==> config.mk <==
export PLATFORM = sky130hd
export DESIGN_NAME = decode_stage
export DESIGN_NICKNAME = d
export VERILOG_FILES = /design/src/common/riscv_isa_pkg.sv /design/src/common/uop_pkg.sv /design/src/source/imm_gen.sv /design/src/decode/alu_decode.sv /design/src/decode/mem_ctrl_decode.sv /design/src/decode/system_decode.sv /design/src/source/decode_stage.sv
export SDC_FILE = /design/constraint.sdc
export NUM_CORES = 1
export LEC_CHECK = 0
export BUFFER_PORTS_ARGS = -buffer_cell sky130_fd_sc_hd__buf_2
export CORE_ASPECT_RATIO = 1.75
export CORE_UTILIZATION = 56
export CTS_CLUSTER_DIAMETER = 80
export DETAILED_ROUTE_END_ITERATION = 16
export PLACE_DENSITY = 0.81
export SLEW_MARGIN = 30
export SYNTH_ARGS = -nofsm -noshare
export SYNTH_HDL_FRONTEND = slang
export SYNTH_SLANG_ARGS = --single-unit
export TNS_END_PERCENT = 5
==> constraint.sdc <==
create_clock -name clk -period 2 [get_ports clk]
set_input_delay 0.2 -clock clk [delete_from_list [all_inputs] [get_ports clk]]
set_output_delay 0.2 -clock clk [all_outputs]
set_load 0.02 [all_outputs]
==> src/common/riscv_isa_pkg.sv <==
package riscv_isa_pkg;

   typedef logic [31:0] insn_t;
   typedef logic [6:0]  opcode_t;
   typedef logic [2:0]  funct3_t;
   typedef logic [6:0]  funct7_t;
   typedef logic [11:0] funct12_t;
   typedef logic [4:0]  reg_idx_t;
   typedef logic [11:0] csr_addr_t;

   localparam opcode_t OPC_LOAD   = 7'h03;
   localparam opcode_t OPC_FENCE  = 7'h0f;
   localparam opcode_t OPC_OP_IMM = 7'h13;
   localparam opcode_t OPC_AUIPC  = 7'h17;
   localparam opcode_t OPC_STORE  = 7'h23;
   localparam opcode_t OPC_OP     = 7'h33;
   localparam opcode_t OPC_LUI    = 7'h37;
   localparam opcode_t OPC_BRANCH = 7'h63;
   localparam opcode_t OPC_JALR   = 7'h67;
   localparam opcode_t OPC_JAL    = 7'h6f;
   localparam opcode_t OPC_SYSTEM = 7'h73;

   localparam funct7_t F7_BASE   = 7'h00;
   localparam funct7_t F7_ALT    = 7'h20; // sub, sra
   localparam funct7_t F7_MULDIV = 7'h01;

   // privileged encodings with funct3 zero
   localparam funct12_t F12_ECALL  = 12'h000;
   localparam funct12_t F12_EBREAK = 12'h001;
   localparam funct12_t F12_WFI    = 12'h105;
   localparam funct12_t F12_MRET   = 12'h302;

   localparam csr_addr_t CSR_MSTATUS  = 12'h300;
   localparam csr_addr_t CSR_MISA     = 12'h301;
   localparam csr_addr_t CSR_MIE      = 12'h304;
   localparam csr_addr_t CSR_MTVEC    = 12'h305;
   localparam csr_addr_t CSR_MSCRATCH = 12'h340;
   localparam csr_addr_t CSR_MEPC     = 12'h341;
   localparam csr_addr_t CSR_MCAUSE   = 12'h342;
   localparam csr_addr_t CSR_MTVAL    = 12'h343;
   localparam csr_addr_t CSR_MIP      = 12'h344;
   localparam csr_addr_t CSR_CYCLE    = 12'hc00;
   localparam csr_addr_t CSR_INSTRET  = 12'hc02;
   localparam csr_addr_t CSR_MHARTID  = 12'hf14;

   typedef enum logic [3:0]
   {
      MSTATUS, MISA, MIE, MTVEC, MSCRATCH, MEPC, MCAUSE, MTVAL, MIP,
      CYCLE_CSR, INSTRET_CSR, MHARTID, BAD_CSR
   } csr_t;

   localparam reg_idx_t LINK_REG_A = 5'd1; // ra
   localparam reg_idx_t LINK_REG_B = 5'd5; // t0, alternate link

endpackage

==> src/common/uop_pkg.sv <==
package uop_pkg;

   import riscv_isa_pkg::*;

   localparam int XLEN = 64;

   typedef logic [XLEN-1:0] xlen_t;

   typedef enum logic [6:0]
   {
      NOP, ILLEGAL, FETCH_PF, IRQ,
      // register-register
      ADD, SUB, SLL, SLT, SLTU, XOR, SRL, SRA, OR, AND,
      // register-immediate
      ADDI, SLTI, SLTIU, XORI, ORI, ANDI, SLLI, SRLI, SRAI,
      LUI, AUIPC,
      // m extension
      MUL, MULH, MULHSU, MULHU, DIV, DIVU, REM, REMU,
      LB, LH, LW, LD, LBU, LHU, LWU,
      SB, SH, SW, SD,
      BEQ, BNE, BLT, BGE, BLTU, BGEU,
      JAL, J, JALR, JR, RET,
      ECALL, EBREAK, MRET,
      CSRRW, CSRRS, CSRRC, CSRRWI, CSRRSI, CSRRCI,
      RDCYCLE, RDINSTRET
   } uop_op_t;

   typedef struct packed
   {
      uop_op_t  op;
      reg_idx_t dst;
      reg_idx_t src_a;
      reg_idx_t src_b;
      logic     dst_valid;
      logic     src_a_valid;
      logic     src_b_valid;
      xlen_t    imm;
      logic     is_int;
      logic     is_cheap_int; // single cycle alu op
      logic     is_mem;
      logic     is_store;
      logic     is_br;
      logic     serializing;
      logic     must_restart; // refetch after retire
   } uop_t;

   localparam uop_t UOP_NONE = '{op: ILLEGAL, default: '0};

endpackage

==> src/source/imm_gen.sv <==
`timescale 1ns/10ps

module imm_gen
   import riscv_isa_pkg::*;
   import uop_pkg::*;
(
   input  insn_t insn,
   input  xlen_t pc,
   output xlen_t imm_i,
   output xlen_t imm_s,
   output xlen_t imm_u,
   output xlen_t pc_target
);

   opcode_t opcode;
   xlen_t   imm_b;
   xlen_t   imm_j;
   xlen_t   pc_offset;

   assign opcode = insn[6:0];

   assign imm_i = {{52{insn[31]}}, insn[31:20]};
   assign imm_s = {{52{insn[31]}}, insn[31:25], insn[11:7]};
   assign imm_u = {{32{insn[31]}}, insn[31:12], 12'd0};
   assign imm_b = {{51{insn[31]}}, insn[31], insn[7], insn[30:25], insn[11:8], 1'b0};
   assign imm_j = {{43{insn[31]}}, insn[31], insn[19:12], insn[20], insn[30:21], 1'b0};

   always_comb
   begin
      case (opcode)
         OPC_BRANCH:
            pc_offset = imm_b;
         OPC_JAL:
            pc_offset = imm_j;
         OPC_AUIPC:
            pc_offset = imm_u;
         default:
            pc_offset = '0;
      endcase
   end

   assign pc_target = pc + pc_offset; // shared by auipc, branches, jal

endmodule

==> src/decode/alu_decode.sv <==
`timescale 1ns/10ps

module alu_decode
   import riscv_isa_pkg::*;
   import uop_pkg::*;
#(
   parameter bit CHEAP_TWO_SRC = 1'b0
)
(
   input  insn_t insn,
   input  xlen_t imm_i,
   input  xlen_t imm_u,
   input  xlen_t pc_target,
   output uop_t  uop,
   output logic  match
);

   opcode_t  opcode;
   funct3_t  funct3;
   funct7_t  funct7;
   reg_idx_t rd;
   reg_idx_t rs1;
   reg_idx_t rs2;

   assign opcode = insn[6:0];
   assign funct3 = insn[14:12];
   assign funct7 = insn[31:25];
   assign rd     = insn[11:7];
   assign rs1    = insn[19:15];
   assign rs2    = insn[24:20];

   always_comb
   begin
      uop = UOP_NONE;
      match = 1'b1;
      uop.dst = rd;
      uop.dst_valid = 1'b1;
      uop.is_int = 1'b1;
      case (opcode)
         OPC_OP_IMM:
         begin
            uop.src_a = rs1;
            uop.src_a_valid = 1'b1;
            uop.imm = imm_i;
            uop.is_cheap_int = 1'b1;
            case (funct3)
               3'd0: uop.op = ADDI;
               3'd1: uop.op = (funct7[6:1] == F7_BASE[6:1]) ? SLLI : ILLEGAL;
               3'd2: uop.op = SLTI;
               3'd3: uop.op = SLTIU;
               3'd4: uop.op = XORI;
               3'd5:
               begin
                  if (funct7[6:1] == F7_BASE[6:1]) // shamt takes bit 25 on rv64
                     uop.op = SRLI;
                  else if (funct7[6:1] == F7_ALT[6:1])
                     uop.op = SRAI;
               end
               3'd6: uop.op = ORI;
               default: uop.op = ANDI;
            endcase
         end
         OPC_OP:
         begin
            uop.src_a = rs1;
            uop.src_b = rs2;
            uop.src_a_valid = 1'b1;
            uop.src_b_valid = 1'b1;
            uop.is_cheap_int = CHEAP_TWO_SRC && (funct7 != F7_MULDIV);
            case (funct7)
               F7_BASE:
               begin
                  case (funct3)
                     3'd0: uop.op = ADD;
                     3'd1: uop.op = SLL;
                     3'd2: uop.op = SLT;
                     3'd3: uop.op = SLTU;
                     3'd4: uop.op = XOR;
                     3'd5: uop.op = SRL;
                     3'd6: uop.op = OR;
                     default: uop.op = AND;
                  endcase
               end
               F7_ALT:
               begin
                  if (funct3 == 3'd0)
                     uop.op = SUB;
                  else if (funct3 == 3'd5)
                     uop.op = SRA;
               end
               F7_MULDIV:
               begin
                  case (funct3)
                     3'd0: uop.op = MUL;
                     3'd1: uop.op = MULH;
                     3'd2: uop.op = MULHSU;
                     3'd3: uop.op = MULHU;
                     3'd4: uop.op = DIV;
                     3'd5: uop.op = DIVU;
                     3'd6: uop.op = REM;
                     default: uop.op = REMU;
                  endcase
               end
               default: ;
            endcase
         end
         OPC_LUI:
         begin
            uop.op = LUI;
            uop.imm = imm_u;
            uop.is_cheap_int = 1'b1;
         end
         OPC_AUIPC:
         begin
            uop.op = AUIPC;
            uop.imm = pc_target; // target folded in at decode
            uop.is_cheap_int = 1'b1;
         end
         default:
            match = 1'b0;
      endcase

      if (uop.op == ILLEGAL)
         uop = UOP_NONE;
      else if (rd == '0)
      begin
         uop = UOP_NONE;
         uop.op = NOP; // writes to x0 have no effect
      end
   end

   always_comb
   begin
      a_dst_not_nop: assert final (!(uop.dst_valid && uop.op == NOP))
         else $error("alu_decode: nop with a destination");
   end

endmodule

==> src/decode/mem_ctrl_decode.sv <==
`timescale 1ns/10ps

module mem_ctrl_decode
   import riscv_isa_pkg::*;
   import uop_pkg::*;
#(
   parameter bit CHEAP_TWO_SRC = 1'b0
)
(
   input  insn_t insn,
   input  xlen_t imm_i,
   input  xlen_t imm_s,
   input  xlen_t pc_target,
   output uop_t  uop,
   output logic  match
);

   opcode_t  opcode;
   funct3_t  funct3;
   reg_idx_t rd;
   reg_idx_t rs1;
   reg_idx_t rs2;
   logic     rs1_is_link;

   assign opcode = insn[6:0];
   assign funct3 = insn[14:12];
   assign rd     = insn[11:7];
   assign rs1    = insn[19:15];
   assign rs2    = insn[24:20];
   assign rs1_is_link = (rs1 == LINK_REG_A) || (rs1 == LINK_REG_B);

   always_comb
   begin
      uop = UOP_NONE;
      match = 1'b1;
      uop.src_a = rs1;
      uop.src_b = rs2;
      case (opcode)
         OPC_LOAD:
         begin
            uop.dst = rd;
            uop.dst_valid = (rd != '0);
            uop.src_a_valid = 1'b1;
            uop.is_mem = 1'b1;
            uop.imm = imm_i;
            case (funct3)
               3'd0: uop.op = LB;
               3'd1: uop.op = LH;
               3'd2: uop.op = LW;
               3'd3: uop.op = LD;
               3'd4: uop.op = LBU;
               3'd5: uop.op = LHU;
               3'd6: uop.op = LWU;
               default: ;
            endcase
         end
         OPC_STORE:
         begin
            uop.src_a_valid = 1'b1;
            uop.src_b_valid = 1'b1; // store data
            uop.is_mem = 1'b1;
            uop.is_store = 1'b1;
            uop.imm = imm_s;
            case (funct3)
               3'd0: uop.op = SB;
               3'd1: uop.op = SH;
               3'd2: uop.op = SW;
               3'd3: uop.op = SD;
               default: ;
            endcase
         end
         OPC_BRANCH:
         begin
            uop.src_a_valid = 1'b1;
            uop.src_b_valid = 1'b1;
            uop.is_int = 1'b1;
            uop.is_cheap_int = CHEAP_TWO_SRC;
            uop.is_br = 1'b1;
            uop.imm = pc_target;
            case (funct3)
               3'd0: uop.op = BEQ;
               3'd1: uop.op = BNE;
               3'd4: uop.op = BLT;
               3'd5: uop.op = BGE;
               3'd6: uop.op = BLTU;
               3'd7: uop.op = BGEU;
               default: ;
            endcase
         end
         OPC_JAL:
         begin
            uop.op = (rd == '0) ? J : JAL;
            uop.dst = rd;
            uop.dst_valid = (rd != '0);
            uop.is_int = 1'b1;
            uop.is_cheap_int = (rd != '0); // link write
            uop.is_br = 1'b1;
            uop.imm = pc_target;
         end
         OPC_JALR:
         begin
            if (rd != '0)
               uop.op = JALR;
            else
               uop.op = rs1_is_link ? RET : JR;
            uop.dst = rd;
            uop.dst_valid = (rd != '0);
            uop.src_a_valid = 1'b1;
            uop.is_int = 1'b1;
            uop.is_cheap_int = 1'b1;
            uop.is_br = 1'b1;
            uop.imm = imm_i;
         end
         OPC_FENCE:
            uop.op = NOP; // single issue memory order
         default:
            match = 1'b0;
      endcase

      if (uop.op == ILLEGAL)
         uop = UOP_NONE;
   end

   always_comb
   begin
      a_store_is_mem: assert final (!uop.is_store || uop.is_mem)
         else $error("mem_ctrl_decode: store without is_mem");
   end

endmodule

==> src/decode/system_decode.sv <==
`timescale 1ns/10ps

module system_decode
   import riscv_isa_pkg::*;
   import uop_pkg::*;
(
   input  insn_t insn,
   output uop_t  uop,
   output logic  match
);

   opcode_t  opcode;
   funct3_t  funct3;
   funct12_t funct12;
   reg_idx_t rd;
   reg_idx_t rs1;
   csr_t     csr_id;

   function automatic csr_t decode_csr(input csr_addr_t addr);
      csr_t id;
      case (addr)
         CSR_MSTATUS:  id = MSTATUS;
         CSR_MISA:     id = MISA;
         CSR_MIE:      id = MIE;
         CSR_MTVEC:    id = MTVEC;
         CSR_MSCRATCH: id = MSCRATCH;
         CSR_MEPC:     id = MEPC;
         CSR_MCAUSE:   id = MCAUSE;
         CSR_MTVAL:    id = MTVAL;
         CSR_MIP:      id = MIP;
         CSR_CYCLE:    id = CYCLE_CSR;
         CSR_INSTRET:  id = INSTRET_CSR;
         CSR_MHARTID:  id = MHARTID;
         default:      id = BAD_CSR;
      endcase
      return id;
   endfunction

   assign opcode  = insn[6:0];
   assign funct3  = insn[14:12];
   assign funct12 = insn[31:20];
   assign rd      = insn[11:7];
   assign rs1     = insn[19:15];
   assign csr_id  = decode_csr(funct12);

   always_comb
   begin
      uop = UOP_NONE;
      match = (opcode == OPC_SYSTEM);
      uop.is_int = 1'b1;
      if (match && funct3 == 3'd0 && rd == '0 && rs1 == '0)
      begin
         uop.serializing = 1'b1;
         uop.must_restart = 1'b1;
         case (funct12)
            F12_ECALL:  uop.op = ECALL;
            F12_EBREAK: uop.op = EBREAK;
            F12_MRET:   uop.op = MRET;
            F12_WFI:    uop.op = NOP;
            default: ;
         endcase
      end
      else if (match && funct3 != 3'd0 && funct3 != 3'd4 && csr_id != BAD_CSR)
      begin
         uop.dst = rd;
         uop.dst_valid = (rd != '0);
         uop.src_a = rs1;
         uop.src_a_valid = !funct3[2]; // immediate forms carry uimm in imm
         uop.imm = xlen_t'({rs1, csr_id});
         uop.serializing = 1'b1;
         uop.must_restart = 1'b1;
         case (funct3)
            3'd1: uop.op = CSRRW;
            3'd2: uop.op = CSRRS;
            3'd3: uop.op = CSRRC;
            3'd5: uop.op = CSRRWI;
            3'd6: uop.op = CSRRSI;
            default: uop.op = CSRRCI;
         endcase
         if (funct3 == 3'd2 && rs1 == '0) // plain csr read
         begin
            if (csr_id == MHARTID)
            begin
               uop = UOP_NONE;
               uop.op = (rd == '0) ? NOP : ADD; // single hart, reads as zero
               uop.dst = rd;
               uop.dst_valid = (rd != '0);
               uop.src_a_valid = (rd != '0);
               uop.src_b_valid = (rd != '0);
               uop.is_int = 1'b1;
            end
            else if (csr_id == CYCLE_CSR || csr_id == INSTRET_CSR)
            begin
               uop.op = (csr_id == CYCLE_CSR) ? RDCYCLE : RDINSTRET;
               uop.src_a_valid = 1'b0;
               uop.must_restart = 1'b0;
               uop.imm = '0;
            end
         end
      end

      if (uop.op == ILLEGAL)
         uop = UOP_NONE;
   end

   always_comb
   begin
      a_no_bad_csr: assert final (!(uop.op inside {CSRRW, CSRRS, CSRRC, CSRRWI, CSRRSI, CSRRCI})
                                  || uop.imm[$bits(csr_t)-1:0] != BAD_CSR)
         else $error("system_decode: csr op with unknown csr");
   end

endmodule

==> src/source/decode_stage.sv <==
`timescale 1ns/10ps

module decode_stage
   import riscv_isa_pkg::*;
   import uop_pkg::*;
#(
   parameter bit CHEAP_TWO_SRC = 1'b0
)
(
   input  logic  clk,
   input  logic  rst_n,
   input  logic  insn_valid,
   input  insn_t insn,
   input  xlen_t pc,
   input  logic  page_fault,
   input  logic  irq,
   output logic  uop_valid,
   output uop_t  uop
);

   xlen_t imm_i;
   xlen_t imm_s;
   xlen_t imm_u;
   xlen_t pc_target;
   uop_t  alu_uop;
   uop_t  mem_uop;
   uop_t  sys_uop;
   logic  alu_match;
   logic  mem_match;
   logic  sys_match;
   uop_t  next_uop;

   imm_gen i_imm_gen (.insn(insn), .pc(pc), .imm_i(imm_i), .imm_s(imm_s), .imm_u(imm_u),
                      .pc_target(pc_target));

   alu_decode #(.CHEAP_TWO_SRC(CHEAP_TWO_SRC)) i_alu_decode (.insn(insn), .imm_i(imm_i),
      .imm_u(imm_u), .pc_target(pc_target), .uop(alu_uop), .match(alu_match));

   mem_ctrl_decode #(.CHEAP_TWO_SRC(CHEAP_TWO_SRC)) i_mem_ctrl_decode (.insn(insn),
      .imm_i(imm_i), .imm_s(imm_s), .pc_target(pc_target), .uop(mem_uop), .match(mem_match));

   system_decode i_system_decode (.insn(insn), .uop(sys_uop), .match(sys_match));

   always_comb
   begin
      next_uop = UOP_NONE; // no class matched
      if (alu_match)
         next_uop = alu_uop;
      else if (mem_match)
         next_uop = mem_uop;
      else if (sys_match)
         next_uop = sys_uop;

      if (page_fault || irq)
      begin
         next_uop = UOP_NONE;
         next_uop.op = page_fault ? FETCH_PF : IRQ; // fault wins over irq
      end
   end

   always_ff @(posedge clk or negedge rst_n)
   begin
      if (!rst_n)
      begin
         uop_valid <= 1'b0;
         uop <= UOP_NONE;
      end
      else
      begin
         uop_valid <= insn_valid;
         if (insn_valid)
            uop <= next_uop;
      end
   end

   a_one_class: assert property (@(posedge clk) disable iff (!rst_n)
                                 insn_valid |-> $onehot0({alu_match, mem_match, sys_match}));

endmodule

==> impl_metrics.yaml, run 1 <==
outcome:
  status: "stopped before the end"
  stop_stage: "global routing"
  toolErrorMsg: "[ERROR GRT-0116] Global routing finished with congestion. Check the congestion regions in the DRC Viewer."
synthesis:
  ys_ff_latch: 97
  synthesis.instances: 1402
  synth_area_leaders: "dfrtp_1 (23%), a21oi_1 (6.3%), nand2_1 (4.7%)"
  seq_area_frac_synth_pct: 23.24
  synth.avg_cell_area_um2: 7.453
  syn_area_mm2: 0.01045
  yosysWarningCount: 0
  yosys.area.top_type: "dfrtp_1"
  synth_cell_types: 89
  async_flop_share_pct: 100.0
  synth_top_flop_cell: "dfrtp_1"
  synth-edff-count: 0
  syn_nets: 1537
  synth_top_area_share_pct: 22.99
place:
  dpl.hpwl_um: 42420
  placed_area_mm2: 0.01524
  port_buffers: 197
  place.gp.congestion: 1.116
clocking:
  clock_path_buffers: 2
  root_buffer: "clkbuf_16"
  clkSinkCount: 97
  h-tree-depth: 3
  cts_buffers: 9
grt:
  grt_max_degree: 51
  grt_pass1_vias: 19120
  grt_first_pass_wirelength_um: 121900
  overflow: 282
  grt.total_usage_pct: 81.13
die:
  start_util_pct: 57.61
  num_rows: 65
  die_x_um: 105.3
  io_pins: 198
  die_h_um: 182.7
cell usage after synthesis, types with 6 or more instances:
cell,n
dfrtp_1,96
o32ai_1,18
nand2_1,132
o221ai_1,6
o22ai_1,12
o21a_1,9
a221o_1,13
o211ai_1,11
a21o_1,26
xnor2_1,45
nor4_1,21
or2_2,16
o21bai_1,9
a22o_1,24
nand2b_1,15
ha_1,33
inv_1,41
and2_1,15
a31oi_1,24
and3_1,24
o2bb2ai_1,33
a22oi_1,9
o31ai_1,8
or3_1,14
nor2_1,114
mux2i_1,17
nor3b_1,9
a21oi_1,131
nand3_1,53
xor2_1,24
buf_1,12
a221oi_1,7
clkbuf_1,84
buf_2,11
nor2b_1,12
o21ai_1,8
nor3_1,36
a211oi_1,13
or4_1,15
nand4_1,24
o21ai_0,72
cell families after synthesis:
| kind of cell | after synthesis | share of synthesized area, % |
|---|---|---|
| AO/OA/AOI/OAI | 492 | 32.34 |
| buffers and inverters | 151 | 5.700 |
| flip-flops | 97 | 23.24 |
| XOR/XNOR | 69 | 5.784 |
| multiplexers | 20 | 1.952 |
| AND/OR/NAND/NOR | 539 | 26.84 |
| adder cells (fa/ha/maj) | 34 | 4.143 |
through the flow:
step	cells	TNS [ns]	worst slack, ns	hold slack [ns]	util [%]
after global placement	2213	-130.92	-2.045	0.1766	84.01
after CTS	2249	-86.89	-1.602	0.2063	91.74
after detailed placement	2213	-141.04	-2.285	0.1833	84.01
after floorplan	1402	-99.87	-1.839	-0.09559	-
per-layer routing:
metal	GRT overflow	GRT usage [%]
met1	0	77.20
met3	5	64.86
met2	181	101.1
met5	0	13.49
met4	96	88.23
timing repair:
| item | in CTS |
|---|---|
| pin swaps | 93 |
| setup buffers | 19 |
| endpoints found under the hold margin | 31 |
| resized for setup | 192 |
| endpoints found under the setup margin | 95 |
| cloned | 1 |
| hold buffers | 1 |
==> run 2, diff against run 1 <==
Settings changed: CORE_ASPECT_RATIO 1.75 to not set, CORE_UTILIZATION 56 to 40, CTS_CLUSTER_DIAMETER 80 to not set, PLACE_DENSITY 0.81 to not set, PLACE_DENSITY_LB_ADDON set to 0.15.
==> run 2 against run 1 <==
Effect of this change: the flow now finishes, with violations (setup timing); area after synthesis did not move; synthesized cell count did not move.
==> impl_metrics.yaml, run 2 <==
synthesis:
  yosysWarningCount: 0
  seq_area_frac_synth_pct: 23.24
  synth_area_leaders: "dfrtp_1 (23%), a21oi_1 (6.3%), nand2_1 (4.7%)"
  syn_nets: 1537
  synth_top_area_share_pct: 22.99
  synth.avg_cell_area_um2: 7.453
  synthesis.instances: 1402
  netlist_top_cells_count: "nand2_1 (132), a21oi_1 (131), nor2_1 (114)"
  synth_cell_types: 89
  syn_area_mm2: 0.01045
  synth_top_flop_cell: "dfrtp_1"
  post-synth-top-count-cell: "nand2_1"
  yosys.area.top_type: "dfrtp_1"
  ys_ff_latch: 97
  synth-edff-count: 0
  async_flop_share_pct: 100.0
run:
  maxCapViolations: 0
layout:
  layout-drive-gt1-share_pct: 51.52
  fin_util_pct: 70.64
  multi_input_area_mm2: 0.009250
  area_growth_pct: 71.70
  fin_nets: 2176
  fin_area_mm2: 0.01794
  final_cell_mix: "buf_4 (496), buf_2 (191), nand2_1 (106), nor2_1 (96), dfrtp_1 (96)"
  stdcell_count: 2376
  largest_reg_flops: 96
  regMostFlops: "uop"
  reg.largest.list: "uop x96, uop_valid x1"
  seq_area_mm2: 0.002429
  final_common_cell: "buf_4"
  fillers: 2108
  diodes: 0
critical_path:
  arrival_ns: 3.86
  cp_cell_sequence: "buf_8 -> nand3b_1 -> or2_4 -> o21ai_4 -> a21o_1 -> ha_2 -> buf_4 -> o211ai_1 -> a211oi_4 -> buf_4 -> o21a_4 -> or2_4 -> buf_12 -> nand3_4 -> o31ai_4 -> xor2_1 -> a221o_1"
  path_class: "input pin to flop"
  cp_num_buf_inv: 4
  slowest_stage: "o211ai_1"
  startpoint_type: "input pin"
  crit_required_ns: 2.26
  critical-path-top-delay-family: "compound AO/OA/AOI/OAI gates"
  crit_path_max_fanout: 8
  cp-end-kind: "flop"
  crit_path_max_incr_delay_ns: 0.45
route:
  num_vias: 14410
  wire_per_inst_um: 23.02
  postRouteAntennaNets: 0
  drc: 0
  firstDrtPassIters: 6
  vias_per_cell: 6.064
  drtIter0Drc: 1602
  drt_wl_total_um: 54700
grt:
  antenna_found_initial: 0
  grt.total_usage_pct: 39.89
  grt_pass1_vias: 13890
  grt_first_pass_wirelength_um: 80480
  grt_max_degree: 61
  overflow: 0
clocking:
  clk_latency_ns: 0.38
  root_buffer: "clkbuf_16"
  clock_path_buffers: 2
  clkTransAtPathRegs_ns: 0.09
  cts_buffers: 9
  clkSinkCount: 97
  h-tree-depth: 3
  cts_tree: "built"
power:
  switchingPower_mw: 2.062
  peakVddDrop_mv: 0.3422
  pwr-share-comb_pct: 32.6
  clockPowerShare_pct: 32.7
  p_leak_nw: 8.338
  p_per_area_mw_per_mm2: 320.4
  p_int_mw: 3.686
  p_total_mw: 5.749
  switching_share_pct: 35.88
  pwr-share-seq_pct: 34.7
outcome:
  violations: "setup timing"
  status: "complete, but fails checks"
place:
  dpl.cell_count: 2310
  dpl.hpwl_um: 42270
  placed_area_mm2: 0.01541
  port_buffers: 197
  place.gp.congestion: 1.008
die:
  io_pins: 198
  die_h_um: 163.6
  num_rows: 58
  start_util_pct: 41.14
  coreArea_mm2: 0.02540
  die_x_um: 163.6
  dieArea_mm2: 0.02677
timing:
  rsz0062_at_grt: "yes"
  hold_viol: 0
  fmax_ghz: 0.2778
  tightest_slew_ns: 0.6045
  fin_skew_ns: 0
  period_minus_slack_ns: 3.599
  hold_slack_ns: 0.1469
  timing.final.crit_share_pct: 180.0
  layout_setup_ws_ns: -1.599
  finalSetupViolCount: 94
  drv_slew: 0
  maxSlewHeadroom_pct: 59.70
worst_hold_path:
  hp-class: "input pin to flop"
-- run 2: logic make-up after synthesis --
family | after synthesis | share of synthesized area, %
multiplexers | 20 | 1.952
AO/OA/AOI/OAI | 492 | 32.34
flip-flops | 97 | 23.24
AND/OR/NAND/NOR | 539 | 26.84
adder cells (fa/ha/maj) | 34 | 4.143
buffers and inverters | 151 | 5.700
XOR/XNOR | 69 | 5.784
-- run 2: final timing paths --
path,from,to,slack (ns),depth (start not counted)
setup reg to reg,uop[70],uop[70],0.72,4
hold / removal,page_fault,uop[89],0.15,3
setup / recovery,insn[4],uop[46],-1.60,17
min in group asynchronous,rst_n,uop[75],0.19,2
max in group asynchronous,rst_n,uop[64],1.13,3
hold reg to reg,uop[8],uop[8],0.49,1
-- run 2: cell type report --
type	instances	share of cell area (%)
multi-input cells	1154	51.56
repair buffers	738	30.06
flip-flops and latches	97	13.54
well taps	330	2.301
clock buffers	9	1.255
inverters	41	0.8578
clock inverters	7	0.4324
-- run 2: layer usage --
metal / vias to the layer above / wire length [µm] / GRT usage, %
li1: 6575 / - / -
met1: 6945 / 22750 / 51.39
met2: 735 / 25210 / 64.81
met3: 154 / 4234 / 6.679
met4: 0 / 2507 / 18.48
met5: - / 0 / 0
-- run 2: per-stage QoR --
stage / setup slack (ns) / setup TNS [ns]
final: -1.599 / -87.58
after CTS: -1.536 / -83.95
after global placement: -2.223 / -136.24
after floorplan: -1.839 / -99.87
after detailed placement: -2.230 / -137.50
after global routing: -1.696 / -98.29
-- run 2: power groups by stage --
stage | clock network [mW] | logic (mW) | registers (mW)
floorplan | 0 | 0.671 | 2.05
detailed placement | 0 | 1.57 | 2.03
global placement | 0 | 1.56 | 2.03
global route | 1.95 | 1.97 | 1.99
CTS | 1.88 | 1.72 | 1.99
finish | 1.88 | 1.88 | 1.99
-- run 2: repair_timing --
item / in CTS / in global routing
setup endpoints to repair: 95 / 95
gates cloned: 2 / 1
pin swaps: 122 / 107
hold buffers: 1 / 0
resized for setup: 216 / 162
hold endpoints to repair: 48 / 0
buffers inserted: 33 / 20
-- run 2: tightest hold or removal path: cells and delay by family --
kind | cells | cell delay [ns]
buffers and inverters | 1 | 0.12
AO/OA/AOI/OAI | 2 | 0.21
No activity file was read; power rests on OpenSTA's default activity.
